**src/source/ddr2_pkg.sv**
```systemverilog
package ddr2_pkg;

	// encoded as {RAS, CAS, WE}
	typedef enum logic [2:0] {
		NOOP = 3'b111,
		ACTV = 3'b011,
		READ = 3'b101,
		WRTE = 3'b100,
		BTRM = 3'b110,
		PRCH = 3'b010,
		ARSR = 3'b001,
		MRST = 3'b000
	} cmd_t;

	localparam int ROW_W = 14;
	localparam int COL_W = 10;
	localparam int BANK_W = 3;
	localparam int NUM_BANKS = 8;
	localparam int USER_ADDR_W = BANK_W + ROW_W + COL_W; // bank | row | col
	localparam logic [ROW_W-1:0] A10_ALL = 14'h400; // all banks / auto precharge

	typedef struct packed {
		cmd_t cmd;
		logic [ROW_W-1:0] addr;
		logic [BANK_W-1:0] bank;
	} init_step_t;

	localparam int INIT_STEPS = 11;

	function automatic init_step_t init_rom(input logic [3:0] idx);
		init_step_t s;
		case (idx)
			4'd0: s = '{PRCH, A10_ALL, 3'd1};
			4'd1: s = '{MRST, 14'h000, 3'd2}; // emr2
			4'd2: s = '{MRST, 14'h000, 3'd3}; // emr3
			4'd3: s = '{MRST, 14'h780, 3'd1}; // emr, ocd default
			4'd4: s = '{MRST, 14'h532, 3'd0}; // mr with dll reset
			4'd5: s = '{PRCH, A10_ALL, 3'd0};
			4'd6: s = '{ARSR, A10_ALL, 3'd0};
			4'd7: s = '{ARSR, A10_ALL, 3'd0};
			4'd8: s = '{MRST, 14'h432, 3'd0}; // mr, dll reset cleared
			4'd9: s = '{MRST, 14'h780, 3'd1};
			4'd10: s = '{MRST, 14'h400, 3'd1}; // ocd exit
			default: s = '{NOOP, A10_ALL, 3'd0};
		endcase
		return s;
	endfunction

endpackage

```
**src/source/bank_if.sv**
```systemverilog
`timescale 1ns/1ns

interface bank_if;
	logic req_valid; // one-cycle strobe
	logic req_write;
	logic [ddr2_pkg::ROW_W-1:0] req_row;
	logic [ddr2_pkg::COL_W-1:0] req_col;
	logic cmd_req; // level, held until grant
	ddr2_pkg::cmd_t cmd;
	logic [ddr2_pkg::ROW_W-1:0] cmd_addr;
	logic grant; // one-cycle pulse
	logic slot_full;
	logic idle;
	logic close_all; // pulse after precharge-all

	modport splitter (output req_valid, req_write, req_row, req_col, input slot_full);

	modport bank (
		input req_valid, req_write, req_row, req_col, grant, close_all,
		output cmd_req, cmd, cmd_addr, slot_full, idle
	);

	modport sched (input cmd_req, cmd, cmd_addr, idle, output grant, close_all);

endinterface

```
**src/source/bank_machine.sv**
```systemverilog
`timescale 1ns/1ns

module bank_machine #(
	parameter int T_RP = 4,
	parameter int T_RCD = 4
) (
	input logic CLK_n,
	input logic RST,
	bank_if.bank bus
);

	localparam int TMR_W = $clog2(T_RP + T_RCD + 1);

	typedef enum logic [1:0] {
		B_IDLE,
		B_PRE,
		B_ACT,
		B_COL
	} bstate_t;

	bstate_t state;
	logic [TMR_W-1:0] timer; // blocks cmd_req while nonzero
	logic open_valid;
	logic [ddr2_pkg::ROW_W-1:0] open_row;
	logic [ddr2_pkg::ROW_W-1:0] slot_row;
	logic [ddr2_pkg::COL_W-1:0] slot_col;
	logic slot_write;

	assign bus.slot_full = (state != B_IDLE);
	assign bus.idle = (state == B_IDLE) && !bus.req_valid;
	assign bus.cmd_req = (state != B_IDLE) && (timer == '0);

	always_comb begin
		case (state)
			B_PRE: begin
				bus.cmd = ddr2_pkg::PRCH;
				bus.cmd_addr = '0; // A10 low, this bank only
			end
			B_ACT: begin
				bus.cmd = ddr2_pkg::ACTV;
				bus.cmd_addr = slot_row;
			end
			B_COL: begin
				bus.cmd = slot_write ? ddr2_pkg::WRTE : ddr2_pkg::READ;
				bus.cmd_addr = ddr2_pkg::ROW_W'(slot_col); // no auto precharge
			end
			default: begin
				bus.cmd = ddr2_pkg::NOOP;
				bus.cmd_addr = '0;
			end
		endcase
	end

	always_ff @(posedge CLK_n) begin
		if (!RST) begin
			state <= B_IDLE;
			timer <= '0;
			open_valid <= 1'b0;
		end else begin
			if (timer != '0) begin
				timer <= timer - 1'b1;
			end
			if (bus.close_all) begin
				open_valid <= 1'b0; // rows closed by precharge-all
			end
			case (state)
				B_IDLE: begin
					if (bus.req_valid) begin
						slot_row <= bus.req_row;
						slot_col <= bus.req_col;
						slot_write <= bus.req_write;
						if (!open_valid) begin
							state <= B_ACT;
						end else if (open_row == bus.req_row) begin
							state <= B_COL; // row hit
						end else begin
							state <= B_PRE; // conflict
						end
					end
				end
				B_PRE: begin
					if (bus.grant) begin
						open_valid <= 1'b0;
						timer <= TMR_W'(T_RP - 1);
						state <= B_ACT;
					end
				end
				B_ACT: begin
					if (bus.grant) begin
						open_valid <= 1'b1;
						open_row <= slot_row;
						timer <= TMR_W'(T_RCD - 1);
						state <= B_COL;
					end
				end
				default: begin
					if (bus.grant) begin
						state <= B_IDLE;
					end
				end
			endcase
		end
	end

endmodule

```
**src/flat_wrapper.sv**
```systemverilog
// flat-port wrapper written by rule: the top's interface ports become plain ports
module bank_machine_flat 
#(
	parameter int T_RP = 4,
	parameter int T_RCD = 4
)
  (CLK_n, RST, bus_req_valid, bus_req_write, bus_req_row, bus_req_col, bus_grant, bus_close_all, bus_cmd_req, bus_cmd, bus_cmd_addr, bus_slot_full, bus_idle);
  bank_if bus_i ();
  input logic CLK_n;
  input logic RST;
  input wire logic [$bits(bus_i.req_valid)-1:0] bus_req_valid;
  input wire logic [$bits(bus_i.req_write)-1:0] bus_req_write;
  input wire logic [$bits(bus_i.req_row)-1:0] bus_req_row;
  input wire logic [$bits(bus_i.req_col)-1:0] bus_req_col;
  input wire logic [$bits(bus_i.grant)-1:0] bus_grant;
  input wire logic [$bits(bus_i.close_all)-1:0] bus_close_all;
  output wire logic [$bits(bus_i.cmd_req)-1:0] bus_cmd_req;
  output wire logic [$bits(bus_i.cmd)-1:0] bus_cmd;
  output wire logic [$bits(bus_i.cmd_addr)-1:0] bus_cmd_addr;
  output wire logic [$bits(bus_i.slot_full)-1:0] bus_slot_full;
  output wire logic [$bits(bus_i.idle)-1:0] bus_idle;
  assign bus_i.req_valid = bus_req_valid;
  assign bus_i.req_write = bus_req_write;
  assign bus_i.req_row = bus_req_row;
  assign bus_i.req_col = bus_req_col;
  assign bus_i.grant = bus_grant;
  assign bus_i.close_all = bus_close_all;
  assign bus_cmd_req = bus_i.cmd_req;
  assign bus_cmd = bus_i.cmd;
  assign bus_cmd_addr = bus_i.cmd_addr;
  assign bus_slot_full = bus_i.slot_full;
  assign bus_idle = bus_i.idle;
  bank_machine #(.T_RP(T_RP), .T_RCD(T_RCD)) u_core (.CLK_n(CLK_n), .RST(RST), .bus(bus_i));
endmodule
```
**config.mk**
```make
export PLATFORM = sky130hd
export DESIGN_NAME = bank_machine_flat
export DESIGN_NICKNAME = d
export VERILOG_FILES = /design/src/source/ddr2_pkg.sv /design/src/source/bank_if.sv /design/src/source/bank_machine.sv /design/src/flat_wrapper.sv
export SDC_FILE = /design/constraint.sdc
export NUM_CORES = 1
export LEC_CHECK = 0
export BUFFER_PORTS_ARGS = -buffer_cell sky130_fd_sc_hd__buf_2
export CAP_MARGIN = 30
export CORE_UTILIZATION = 50
export DETAILED_ROUTE_END_ITERATION = 6
export PLACE_DENSITY = 0.83
export SLEW_MARGIN = 30
export SYNTH_ARGS = -nofsm -noshare
export SYNTH_HDL_FRONTEND = slang
export SYNTH_SLANG_ARGS = --single-unit
```
**constraint.sdc**
```tcl
create_clock -name CLK_n -period 2.37 [get_ports CLK_n]
set_input_delay 0.474 -clock CLK_n [delete_from_list [all_inputs] [get_ports CLK_n]]
set_output_delay 0.474 -clock CLK_n [all_outputs]
set_load 0.1 [all_outputs]
```
==> flow_metrics.tcl <==
set metrics [dict create \
    post_cts_resize_count 0 \
    p_per_area_nw_per_um2 1429 \
    yosysWarnings 0 \
    crit_required_ns 1.90 \
    numCtsBuffers 5 \
    syn_inst 130 \
    hold_path.class "in2reg" \
    die_w_um 63.80 \
    dr_total_vias 1264 \
    yosys-top-cells-area "edfxtp_1 61%, dfxtp_1 7.3%, xnor2_1 6.9%" \
    wirelength_mm 3.832 \
    fillers 263 \
    core_um2 3661 \
    first_pass_iters 5 \
    grt_setup_unrepaired "no" \
    period_share 0.9464 \
    slew_violations 0 \
    die_h_um 63.80 \
    drc 0 \
    seqCellArea_um2 1311 \
    drt.antenna.violating_nets 0 \
    clock_path_buffers 2 \
    crit_path_max_fanout 8 \
    cp.arrival_ns 1.77 \
    power_switching_mw 1.756 \
    yosysSeqAreaShare 0.6868 \
    ys_ff_latch 46 \
    grt_pass1_wl_mm 6.141 \
    cts_hold_buf 0 \
    cts_tree "built" \
    io_pins 50 \
    post-route-min-period_ns 2.243 \
    max_slew_margin 0.6189 \
    cts-htree-levels 2 \
    cts_root_buffer "clkbuf_8" \
    seq_power_share 0.303 \
    critical_path_class "reg2out" \
    port_buffers 49 \
    multi_input_area_um2 564.3 \
    synth-edff-count 39 \
    hpwlAfterDp_mm 2.879 \
    drive_gt1_frac 0.3459 \
    finalHoldViolCount 0 \
    power_mw 3.627 \
    yosys.area_share.simple 0.07798 \
    start_util 0.5215 \
    place_congestion 0.8094 \
    synth_top_family_by_area "compound AO/OA/AOI/OAI gates" \
    peakVddDrop_mv 0.7423 \
    endpoint_kind "primary output" \
    switching_share 0.4842 \
    synth_mux_area_frac 0.01114 \
    post-cts-setup-buffers 0 \
    netlist_area_um2 1909 \
    synth-adder-area-share 0.03932 \
    numClockSinks 46 \
    synth_compound_area_frac 0.09174 \
    nNetsFinal 221 \
    yosys.area.top_type_share 0.6134 \
    synthDistinctLibCells 31 \
    clkTransAtPathRegs_ns 0.08 \
    combPwrFrac 0.578 \
    final_cell_mix "39 x edfxtp_1, 31 x buf_2, 15 x xnor2_1, 15 x buf_12, 10 x a22o_1" \
    synth_xor_area_frac 0.06881 \
    fp-row-count 22 \
    synth-async-reset-ratio 0 \
    intPower_mw 1.871 \
    yosys.area.top_type "edfxtp_1" \
    skew_ns 0.004998 \
    worstSkewPairLatency_ns 0.29 \
    antenna_found_initial 0 \
    finalSetupViolations 0 \
    dieArea_um2 4070 \
    p_leak_nw 0.9699 \
    overflow 0 \
    syn_avg_cell_area_um2 14.69 \
    critPathLaunchType "flop" \
    synth-main-ff-cell "edfxtp_1" \
    viasPerCell 5.425 \
    stdcell_count 233 \
    antenna_cells 0 \
    clkPwrFrac 0.119 \
    max-cap-violations 0 \
    routedWlPerCell_um 16.45 \
    layout_commonest_cell "edfxtp_1" \
    tightest_slew_ns 0.5717 \
    grt_max_degree 26 \
    track_usage 0.2075 \
    syn_to_final_growth_pct 32.96 \
    place_inst 226 \
    max_clock_freq_ghz 0.4458 \
    first_iter_violations 44 \
    synth_nets 166 \
    status "finished clean" \
    grt_pass1_vias 1345 \
]
## logic make-up (layout without fill, tap and decap cells)
| family | after synthesis | in the layout |
|---|---|---|
| DFF | 46 | 46 |
| and+or+nand+nor | 27 | 27 |
| AOI/OAI and AO/OA | 22 | 22 |
| xor gates and xnor gates | 15 | 15 |
| buffers and inverters | 12 | 67 |
| adders and majority gates | 6 | 6 |
| muxes | 2 | 2 |
## layout make-up
| class | count | area share |
|---|---|---|
| clock buffer | 7 | 0.03006 |
| timing repair buffer | 51 | 0.1942 |
| inverter | 9 | 0.01331 |
| sequential | 46 | 0.5165 |
| tap | 48 | 0.02366 |
| multi-input combinational | 72 | 0.2223 |
## power by group through the flow
stage	combinational, mW	sequential (mW)	clock [mW]
final	2.09	1.10	0.433
after global routing	2.18	1.11	0.473
after CTS	2.09	1.10	0.449
after detailed placement	2.08	1.12	0
after global placement	2.03	1.10	0
after floorplan	1.49	1.09	0
## path summary, 6_finish.rpt
check	cells past startpoint	startpoint	slack, ns	endpoint
max	5	u_core.state[1]	0.13	bus_idle
min reg2reg	0	u_core.slot_row[12]	0.45	u_core.open_row[12]
min	1	bus_req_col[8]	0.36	u_core.slot_col[8]
max reg2reg	6	u_core.state[0]	0.47	u_core.state[1]
## registers in the layout, indices dropped and copies added, names as in the netlist
register	count
u_core.state	2
u_core.timer	4
u_core.slot_col	10
u_core.open_row	14
u_core.open_valid	1
u_core.slot_row	14
u_core.slot_write	1
## stage by stage
stage                     hold WS (ns)  instance area, µm²  setup TNS [ns]  utilization  setup WS, ns
after floorplan                 0.4181                1919        -0.09102            -      -0.09102
after global placement          0.4256                2452               0       0.6699        0.4461
after detailed placement        0.4295                2452               0       0.6699        0.3429
after CTS                       0.3489                2529               0       0.6907      0.008146
after global routing            0.3462                2539               0       0.6934       0.04953
final                           0.3602                2539               0       0.6934        0.1271
## critical path, stage by stage, from the launching register on
cell	delay (ns)
dfxtp_1	0.36
inv_1	0.16
ha_1	0.36
inv_1	0.16
nor2_4	0.12
clkbuf_4	0.32
## cell usage after synthesis, drive strengths merged (3+ instances only)
master	n
nand2	5
inv	9
dfxtp	7
ha	6
edfxtp	39
and2	4
xnor2	15
nor2	6
a21oi	3
o21ai	3
a22o	10
nand4	3
## per-layer routing
metal  track usage  routed length (µm)  vias to the layer above
met5             0                   0                        -
li1              -                   -                      586
met2        0.3777                2077                       51
met3       0.05179                 176                        2
met1        0.2389                1563                      625
met4       0.05966                  14                        0
No activity file was read; power rests on OpenSTA's default activity.
