File: src/source/ddr2_pkg.sv
package ddr2_pkg;

	// encoded as {RAS, CAS, WE}
	typedef enum logic [2:0] {
		NOOP = 3'b111,
		ACTV = 3'b011,
		READ = 3'b101,
		WRTE = 3'b100,
		BTRM = 3'b110,
		PRCH = 3'b010,
		ARSR = 3'b001,
		MRST = 3'b000
	} cmd_t;

	localparam int ROW_W = 14;
	localparam int COL_W = 10;
	localparam int BANK_W = 3;
	localparam int NUM_BANKS = 8;
	localparam int USER_ADDR_W = BANK_W + ROW_W + COL_W; // bank | row | col
	localparam logic [ROW_W-1:0] A10_ALL = 14'h400; // all banks / auto precharge

	typedef struct packed {
		cmd_t cmd;
		logic [ROW_W-1:0] addr;
		logic [BANK_W-1:0] bank;
	} init_step_t;

	localparam int INIT_STEPS = 11;

	function automatic init_step_t init_rom(input logic [3:0] idx);
		init_step_t s;
		case (idx)
			4'd0: s = '{PRCH, A10_ALL, 3'd1};
			4'd1: s = '{MRST, 14'h000, 3'd2}; // emr2
			4'd2: s = '{MRST, 14'h000, 3'd3}; // emr3
			4'd3: s = '{MRST, 14'h780, 3'd1}; // emr, ocd default
			4'd4: s = '{MRST, 14'h532, 3'd0}; // mr with dll reset
			4'd5: s = '{PRCH, A10_ALL, 3'd0};
			4'd6: s = '{ARSR, A10_ALL, 3'd0};
			4'd7: s = '{ARSR, A10_ALL, 3'd0};
			4'd8: s = '{MRST, 14'h432, 3'd0}; // mr, dll reset cleared
			4'd9: s = '{MRST, 14'h780, 3'd1};
			4'd10: s = '{MRST, 14'h400, 3'd1}; // ocd exit
			default: s = '{NOOP, A10_ALL, 3'd0};
		endcase
		return s;
	endfunction

endpackage

File: src/source/ddr2_init.sv
`timescale 1ns/1ns

module ddr2_init #(
	parameter int CKE_WAIT = 65536,
	parameter int STEP_GAP = 32,
	parameter int SETTLE = 256
) (
	input logic CLK_n,
	input logic RST,
	input ddr2_pkg::cmd_t sched_cmd,
	input logic [ddr2_pkg::ROW_W-1:0] sched_addr,
	input logic [ddr2_pkg::BANK_W-1:0] sched_bank,
	output logic cke,
	output ddr2_pkg::cmd_t cmd_pin,
	output logic [ddr2_pkg::ROW_W-1:0] addr_pin,
	output logic [ddr2_pkg::BANK_W-1:0] ba_pin,
	output logic init_done
);

	localparam int CNT_W = $clog2(CKE_WAIT + STEP_GAP + SETTLE);

	typedef enum logic [1:0] {
		PH_CKE,
		PH_STEP,
		PH_SETTLE,
		PH_RUN
	} phase_t;

	phase_t phase;
	logic [CNT_W-1:0] cnt; // shared by all three waits
	logic [3:0] step;
	ddr2_pkg::init_step_t rom;
	ddr2_pkg::cmd_t init_cmd;
	logic [ddr2_pkg::ROW_W-1:0] init_addr;
	logic [ddr2_pkg::BANK_W-1:0] init_bank;

	assign rom = ddr2_pkg::init_rom(step);

	// scheduler owns the pins once init is done
	assign cmd_pin = init_done ? sched_cmd : init_cmd;
	assign addr_pin = init_done ? sched_addr : init_addr;
	assign ba_pin = init_done ? sched_bank : init_bank;

	always_ff @(posedge CLK_n) begin
		if (!RST) begin
			phase <= PH_CKE;
			cnt <= '0;
			step <= '0;
			cke <= 1'b0;
			init_done <= 1'b0;
			init_cmd <= ddr2_pkg::NOOP;
		end else begin
			init_cmd <= ddr2_pkg::NOOP; // nop between steps
			case (phase)
				PH_CKE: begin
					if (cnt == CNT_W'(CKE_WAIT - 1)) begin
						cke <= 1'b1;
						cnt <= '0;
						phase <= PH_STEP;
					end else begin
						cnt <= cnt + 1'b1;
					end
				end
				PH_STEP: begin
					if (cnt == CNT_W'(STEP_GAP - 1)) begin
						init_cmd <= rom.cmd; // on the pins for one cycle
						init_addr <= rom.addr;
						init_bank <= rom.bank;
						step <= step + 1'b1;
						cnt <= '0;
						if (step == 4'(ddr2_pkg::INIT_STEPS - 1)) begin
							phase <= PH_SETTLE;
						end
					end else begin
						cnt <= cnt + 1'b1;
					end
				end
				PH_SETTLE: begin
					if (cnt == CNT_W'(SETTLE - 1)) begin
						init_done <= 1'b1;
						phase <= PH_RUN;
					end else begin
						cnt <= cnt + 1'b1;
					end
				end
				default: begin
					phase <= PH_RUN; // stays here until reset
				end
			endcase
		end
	end

endmodule

File: config.mk
export PLATFORM = sky130hd
export DESIGN_NAME = ddr2_init
export DESIGN_NICKNAME = d
export VERILOG_FILES = /design/src/source/ddr2_pkg.sv /design/src/source/ddr2_init.sv
export SDC_FILE = /design/constraint.sdc
export NUM_CORES = 1
export LEC_CHECK = 0
export BUFFER_PORTS_ARGS = -buffer_cell sky130_fd_sc_hd__buf_2
export CORE_MARGIN = 10
export CORE_UTILIZATION = 29
export CTS_BUF_LIST = sky130_fd_sc_hd__clkbuf_8
export CTS_CLUSTER_DIAMETER = 120
export DETAILED_ROUTE_END_ITERATION = 8
export PLACE_DENSITY = 0.6
export SYNTH_ARGS = -nofsm -noshare
export SYNTH_HDL_FRONTEND = slang
export SYNTH_SLANG_ARGS = --single-unit
File: constraint.sdc
create_clock -name CLK_n -period 2.7 [get_ports CLK_n]
set_input_delay 0.405 -clock CLK_n [delete_from_list [all_inputs] [get_ports CLK_n]]
set_output_delay 0.405 -clock CLK_n [all_outputs]
set_load 0.05 [all_outputs]
==> results of run 1 <==
==> cells by family after synthesis <==
group / count (synthesis) / synth area share, %
simple gates: 112 / 26.7
mux: 9 / 4.95
fa+ha+maj: 14 / 7.54
buf+inv: 22 / 3.77
compound gates: 43 / 12.9
xor+xnor: 12 / 4.52
flops: 43 / 39.6
==> layout make-up <==
cell class	instances	area, µm²	share of cell area (%)
multi-input cells	190	1330	47.0
repair buffers	56	313	11.0
well taps	102	128	4.50
clock inverters	3	23.8	0.838
flip-flops and latches	43	921	32.5
clock buffers	5	68.8	2.43
inverters	13	48.8	1.72
==> how the worst min path moves through the flow <==
| stage | to | slack (ps) | depth (start not counted) |
|---|---|---|---|
| after floorplan | init_addr[10] | 390 | 0 |
| after detailed placement | init_bank[1] | 390 | 0 |
| after CTS | init_bank[1] | 410 | 0 |
| after global placement | init_addr[9] | 390 | 0 |
| final | init_bank[1] | 410 | 0 |
| after global routing | init_addr[9] | 420 | 0 |
==> per-layer routing <==
layer | track usage [%] | vias up | wire length, µm
met5 | 0 | - | 0
met4 | 2.51 | 0 | 60
met3 | 2.98 | 5 | 524
met2 | 13.5 | 57 | 2140
met1 | 10.0 | 888 | 2290
li1 | - | 1002 | -
==> Yosys cell counts (2+ instances only) <==
| master | number |
|---|---|
| edfxtp_1 | 6 |
| or2_2 | 5 |
| nor4_4 | 2 |
| xnor2_1 | 5 |
| a21oi_1 | 13 |
| clkbuf_1 | 7 |
| a21boi_0 | 2 |
| nor2_1 | 24 |
| nand3_1 | 7 |
| a31o_2 | 2 |
| nand4_1 | 8 |
| dfxtp_1 | 37 |
| mux2_2 | 7 |
| or3_1 | 7 |
| a211oi_1 | 2 |
| a31oi_1 | 5 |
| and4_1 | 4 |
| and2_1 | 13 |
| ha_1 | 14 |
| nand2b_1 | 5 |
| o21ai_0 | 6 |
| inv_1 | 13 |
| xor2_1 | 7 |
| and3_1 | 4 |
| nand2_1 | 26 |
==> state kept, by name (all words and copies together) (netlist names) <==
register / cells
rom: 9
init_addr: 4
step: 4
phase: 2
init_bank: 2
cke: 1
init_cmd: 3
init_done: 1
cnt: 17
==> power breakdown <==
part	switching [W]	leakage (nW)	internal (W)
Combinational	0.000236	0.757	0.000163
Sequential	0.0000319	0.356	0.000677
Clock	0.000238	0.0408	0.000185
Total	0.000506	1.15	0.00102
==> through the flow <==
stage               TNS [ps]  cell area (µm²)  utilization (%)  instances  setup WS [ps]
CTS                        0             2800             36.1        409            171
finish                     0             2840             36.5        412            195
global placement           0             2710             34.9        401            255
global route           -1.44             2840             36.5        412          -1.44
floorplan                  0             2330                -        255           86.8
detailed placement         0             2710             34.9        401            207
==> timing repair <==
item                                    4_1_cts  5_1_grt
resized for setup                             0        3
buffers inserted                              0        3
endpoints found under the setup margin        0        3
==> results.md, run 1 <==
* Crit path required time at 2930 ps
* Critical path cell sequence: and4_1 -> and3_1 -> and2_1 -> and4_1 -> ha_1 -> nand2b_1 -> o31ai_1 -> a41oi_2 -> nand2_2 -> or4_1 -> a21oi_1
* Crit. Startpoint: cnt[8]
* Worst hold start: rom[1]
* Final Hold Violating Endpoints at 0
* Die H at 110 µm
* Outcome: completed
* Skew-Pair Late Insertion Delay at 300 ps
* Worst path arrival time at 2730 ps
* Hold_buf cts at 0
* Post-synthesis sequential area ratio at 39.6%
* Reg2Reg Setup Slack at 200 ps
* Leakage at 1.15 nW
* Reg-to-reg endpoint: cnt[7]
* Detailed placer's ending HPWL at 3840 µm
* DR pass1 iterations at 4
* Crit path depth at 11
* Final-report max-slew violation count at 0
* Dominant synthesized flop cell: dfxtp_1
* Maxcap violations at 0
* GR Util All Layers at 8.28%
* Post-DRT Antenna Nets at 0
* Clock buffer depth at 2
* Fill cell count at 803
* Wire length per cell at 12.2 µm
* Vias per cell at 4.74
* Crit path largest cell delay at 420 ps
* Top delay family on crit path: simple AND/OR/NAND/NOR gates
* EDFF count, synth at 6
* Fmax at 399 MHz
* Asr flop ratio synth at 0%
* Via count at 1,952
* Post-route clock period utilization at 92.8%
* Critical path's most frequent cell: and4_1
* Synth Warn # at 0
* R2r worst-path depth at 11
* Design Power at 0.00153 W
* Initial antenna violation count at 0
* Synthesized flop and latch total at 43
* PortBufs at 43
* Vias in the first global route at 1,830
* Syn_nets at 291
* H-tree depth at 2
* Antenna diodes at 0
* Bufs and invs on worst path at 0
* CTS Buf Count at 5
* I/O pin count at 44
* Drc violations at 0
* Slew @ Worst Pin at 668 ps
* CTS tree: yes
* Worst slew margin at 55.4%
* Largest net degree at the start of global routing at 25
* WL final at 5010 µm
* Initial Utilization at 29.9%
* Final net count at 345
* Slowest-stage cell, CP: or4_1
* Reg clk slew, reported paths at 80 ps
* Startpoint types: flip-flop
* Tightest Hold Check Type: flip-flop to flip-flop
* Mapped cell area at 2320 µm²
* Final setup vio count at 0
* Worst-path maximum fanout at 7
* Yosys cell types at 49
* Area contributors post-synth: dfxtp_1 (32%), edfxtp_1 (7.8%), ha_1 (7.5%)
* Core Footprint at 7770 µm²
* Most common cell after layout, fill and taps aside: buf_2
* Clock Skew at 7.89 ps
* Post-Syn Area per Cell at 9.12 µm²
* Area Growth Syn to Fin at 22.0%
* First-pass GRT wire length at 8240 µm
* Share of the synthesized area in the top cell type at 31.9%
* Synth Instances at 255
* CP endpoint kind: flip-flop
* FP Rows at 32
* Worst IR Drop VDD at 0.232 mV
* Initial drt markers at 72
* Crit path to: cnt[7]
* Leading area contributor after synthesis: dfxtp_1
* Clk sink count at 43
* Worst R2R Start: cnt[8]
* Power Dens Cells at 539 nW/µm²
* Chip width at 110 µm
* Die Area at 12,000 µm²
* Layout cells sized above 1 at 30.0%
* Worst hold slack at 408 ps
* Commonest cells after routing, fill and taps aside: buf_2 (43), dfxtp_1 (37), nand2_1 (25)
* Crit path kind: flip-flop to flip-flop
* GP Congestion at 0.819
* Period minus WS final at 2500 ps
* CTS Root Cell: clkbuf_8
* GRT overflow at 0
Power figures use the tool's default switching activity.
==> inputs of run 2 (changes only) <==
- HOLD_SLACK_MARGIN: unset -> 0.06
- PLACE_DENSITY: 0.6 -> unset
- PLACE_DENSITY_LB_ADDON: unset -> 0.25
==> results.md, run 2 (synthesis gave the netlist of run 1 again) <==
* Tightest Hold Check Type: flip-flop to flip-flop
* Maxcap violations at 0
* Detailed placer's ending HPWL at 3850 µm
* Crit path required time at 2940 ps
* Startpoint types: flip-flop
* Die H at 110 µm
* WL final at 5070 µm
* Reg clk slew, reported paths at 90 ps
* Commonest cells after routing, fill and taps aside: buf_2 (43), dfxtp_1 (37), nand2_1 (25)
* Reg2Reg Setup Slack at 200 ps
* Area Growth Syn to Fin at 20.9%
* Reg-to-reg endpoint: cnt[7]
* Clock Skew at 6.14 ps
* WHS Endpoint: init_bank[1]
* Worst Slack Setup Final at 202 ps
* Final net count at 342
* Wire length per cell at 12.4 µm
* Finished Cell Area at 2810 µm²
* Clock power share at 27.8%
* DP Area at 2710 µm²
* Antenna diodes at 0
* Slew @ Worst Pin at 674 ps
* Largest net degree at the start of global routing at 25
* CTS tree: yes
* Most common cell after layout, fill and taps aside: buf_2
* NetSw at 0.000497 W
* Worst Hold Depth at 0
* FP Rows at 32
* Seq pwr share at 46.5%
* Sw Share at 32.7%
* PortBufs at 43
* Chip width at 110 µm
* R2r worst-path depth at 11
* CTS Buf Count at 5
* Post-route clock period utilization at 92.5%
* Worst hold start: rom[1]
* Worst R2R Start: cnt[8]
* Vias per cell at 4.66
* Vias in the first global route at 1,788
* Hold_buf cts at 0
* Max reg flops at 17
* DR pass1 iterations at 4
* Final-report max-slew violation count at 0
* Via count at 1,904
* Fmax at 400 MHz
* Top reg by flops: cnt
* Drc violations at 0
* Crit path kind: flip-flop to flip-flop
* Leakage at 1.14 nW
* Crit. Startpoint: cnt[8]
* Worst IR Drop VDD at 0.249 mV
* Layout cells sized above 1 at 29.3%
* Outcome: completed
* Worst slew margin at 55.0%
* CP endpoint kind: flip-flop
* Worst path arrival time at 2730 ps
* Worst-path maximum fanout at 7
* Core Footprint at 7770 µm²
* Pre-CTS setup slack at 166 ps
* Final Hold Violating Endpoints at 0
* Period minus WS final at 2500 ps
* GP Congestion at 0.789
* Comb pwr share at 25.7%
* Design Power at 0.00152 W
* Final setup vio count at 0
* Power Dens Cells at 540 nW/µm²
* Post-DRT Antenna Nets at 0
* Initial drt markers at 81
* CTS Root Cell: clkbuf_8
* H-tree depth at 2
* Internal power at 0.00102 W
* Post-CTS Resized at 0
* I/O pin count at 44
* Skew-Pair Late Insertion Delay at 300 ps
* GRT overflow at 0
* GR Util All Layers at 8.49%
* First-pass GRT wire length at 8470 µm
* Initial Utilization at 29.9%
* Die Area at 12,000 µm²
* Clk sink count at 43
* Clock buffer depth at 2
* Postcts setup bufs at 0
* Fin util at 36.2%
* Initial antenna violation count at 0
[run 2: cell types whose count changed in the layout (fill, tap and decap cells not counted)]
cell	previous run	this run
and4_1	4	3
and3_4	1	0
and3_1	3	4
and4_4	0	1
buf_4	13	10
[run 2: how the worst max path moves through the flow]
stage,end,slack [ps],cells after the start
6_report,cnt[7],200,11
2_1_floorplan,cnt[7],90,12
4_1_cts,cnt[7],140,11
3_5_place_dp,cnt[7],170,11
5_1_grt,cnt[11],-7,12
3_3_place_gp,cnt[7],230,11
[run 2: final cells by class]
type	count	area, µm²
tap	102	128
sequential	43	921
clock inverter	3	23.8
clock buffer	5	68.8
multi-input combinational	190	1330
timing repair buffer	53	290
inverter	13	48.8
fill	817	4960
[run 2: per-layer routing]
| layer | global-route usage, % | share of wire [%] | up-vias |
|---|---|---|---|
| met5 | 0 | 0 | - |
| met4 | 2.70 | 1.3 | 0 |
| met3 | 2.63 | 11 | 5 |
| met2 | 13.3 | 41 | 60 |
| met1 | 10.9 | 47 | 841 |
| li1 | - | - | 998 |
[run 2: through the flow]
step | cells | hold slack [ps] | TNS (ps)
after global routing | 409 | 420 | -6.69
after detailed placement | 401 | 389 | 0
after global placement | 401 | 386 | 0
after CTS | 409 | 411 | 0
final | 409 | 409 | 0
after floorplan | 255 | 386 | 0
[run 2: critical path, cell delays in order (launching register included)]
cell      delay, ps
dfxtp_1         370
and4_4          200
and3_1          180
and2_1          170
and4_1          210
ha_1            210
nand2b_1         70
o31ai_1         100
a41oi_2         230
nand2_2         110
or4_1           430
a21oi_1         140
[run 2: power groups by stage]
| stage | sequential, W | combinational [W] | clock (W) |
|---|---|---|---|
| after floorplan | 0.000716 | 0.000266 | 0 |
| after global placement | 0.000722 | 0.000388 | 0 |
| after detailed placement | 0.000721 | 0.000391 | 0 |
| after CTS | 0.000707 | 0.000391 | 0.000439 |
| after global routing | 0.000713 | 0.000443 | 0.000462 |
| final | 0.000706 | 0.000391 | 0.000422 |
==> inputs of run 3 (changes only) <==
- RECOVER_POWER: unset -> 25
==> results.md, run 3 (synthesis gave the netlist of run 1 again) <==
* Worst R2R Start: cnt[8]
* GR Util All Layers at 8.49%
* DP Area at 2710 µm²
* Vias per cell at 4.66
* NetSw at 0.000497 W
* Internal power at 0.00102 W
* Worst Hold Depth at 0
* Die H at 110 µm
* Initial Utilization at 29.9%
* Hold_buf cts at 0
* Drc violations at 0
* Slowest-stage cell, CP: or4_1
* Initial antenna violation count at 0
* Final Hold Violating Endpoints at 0
* Fmax at 400 MHz
* Clk sink count at 43
* Chip width at 110 µm
* GP Congestion at 0.789
* Reg-to-reg endpoint: cnt[7]
* Final-report max-slew violation count at 0
* Final setup vio count at 0
* Slew @ Worst Pin at 674 ps
* Period minus WS final at 2500 ps
* Worst-path maximum fanout at 7
* Leakage at 1.14 nW
* Vias in the first global route at 1,788
* Comb pwr share at 25.7%
* Finished Cell Area at 2810 µm²
* DR pass1 iterations at 4
* Top reg by flops: cnt
* CTS Buf Count at 5
* Crit path required time at 2940 ps
* Sw Share at 32.7%
* Initial drt markers at 81
* Crit path largest cell delay at 430 ps
* Outcome: completed
* Antenna diodes at 0
* Maxcap violations at 0
* Worst path arrival time at 2730 ps
* Clock Skew at 6.14 ps
* Fill cell count at 818
* Skew-Pair Late Insertion Delay at 300 ps
* Detailed placer's ending HPWL at 3850 µm
* Worst IR Drop VDD at 0.249 mV
* WHS Endpoint: init_bank[1]
* Worst slew margin at 55.0%
* CP endpoint kind: flip-flop
* Clock buffer depth at 2
* Power Dens Cells at 541 nW/µm²
* Critical path cell sequence: and4_4 -> and3_1 -> and2_1 -> and4_1 -> ha_1 -> nand2b_1 -> o31ai_1 -> a41oi_2 -> nand2_2 -> or4_1 -> a21oi_1
* FP Rows at 32
* Tightest Hold Check Type: flip-flop to flip-flop
* DR WL met3 at 541 µm
* Max reg flops at 17
* Wire length on met2 at 2060 µm
* Design Power at 0.00152 W
* Area Growth Syn to Fin at 20.9%
* Reg clk slew, reported paths at 90 ps
* Seq pwr share at 46.5%
* R2r worst-path depth at 11
* WL final at 5060 µm
* CTS Root Cell: clkbuf_8
* Post-route clock period utilization at 92.5%
* Final net count at 342
* Largest net degree at the start of global routing at 25
* CTS tree: yes
* Clock power share at 27.8%
* Most common cell after layout, fill and taps aside: buf_2
* Via count at 1,904
* Post-DRT Antenna Nets at 0
* Post-Route M1 WL at 2390 µm
* Wire length per cell at 12.4 µm
* Reg2Reg Setup Slack at 200 ps
* Core Footprint at 7770 µm²
* Die Area at 12,000 µm²
* Startpoint types: flip-flop
* H-tree depth at 2
* Worst hold start: rom[1]
* Crit path kind: flip-flop to flip-flop
* Layout cells sized above 1 at 29.0%
* First-pass GRT wire length at 8470 µm
* Commonest cells after routing, fill and taps aside: buf_2 (42), dfxtp_1 (37), nand2_1 (25)
* Uppermost layer routed: met4
* PortBufs at 43
* GRT overflow at 0
* I/O pin count at 44
-- run 3: what timing repair did --
item	in CTS	in global routing
resized for setup	0	3
setup endpoints to repair	0	5
setup buffers	0	0
-- run 3: area by class of cell --
class,instances,area (µm²),area share (%)
multi-input cells,190,1330,47.4
flip-flops and latches,43,921,32.8
well taps,102,128,4.54
repair buffers,53,289,10.3
clock inverters,3,23.8,0.846
clock buffers,5,68.8,2.45
inverters,13,48.8,1.74
-- run 3: how the worst max path moves through the flow --
stage	start	to	slack (ps)	cells after the start
final	cnt[8]	cnt[7]	200	11
after global routing	cnt[0]	cnt[11]	-7	12
after CTS	cnt[8]	cnt[7]	140	11
after detailed placement	cnt[8]	cnt[7]	170	11
after global placement	cnt[8]	cnt[7]	230	11
after floorplan	cnt[7]	cnt[7]	90	12
-- run 3: critical path, delay by kind of cell, from the launching register on --
| kind | cells | cell delay, ps |
|---|---|---|
| and+or+nand+nor | 7 | 1370 |
| AOI/OAI and AO/OA | 3 | 470 |
| DFF | 1 | 370 |
| adders and majority gates | 1 | 210 |
-- run 3: per-layer routing --
metal	track usage, %	vias up
met3	2.63	5
met1	10.9	841
li1	-	998
met4	2.70	0
met5	0	-
met2	13.3	60
-- run 3: power by group through the flow --
stage | logic [W] | clock network, W | registers, W
detailed placement | 0.000391 | 0 | 0.000721
CTS | 0.000391 | 0.000439 | 0.000707
global route | 0.000443 | 0.000462 | 0.000713
finish | 0.000391 | 0.000422 | 0.000706
global placement | 0.000388 | 0 | 0.000722
floorplan | 0.000266 | 0 | 0.000716
-- run 3: metrics by stage --
stage	std cells	setup WS (ps)	hold slack, ps	setup TNS, ps	util [%]
floorplan	255	86.8	386	0	-
global placement	401	233	386	0	34.9
detailed placement	401	166	389	0	34.9
CTS	409	140	411	0	36.1
global route	409	-6.69	420	-6.69	36.2
finish	409	202	409	0	36.2
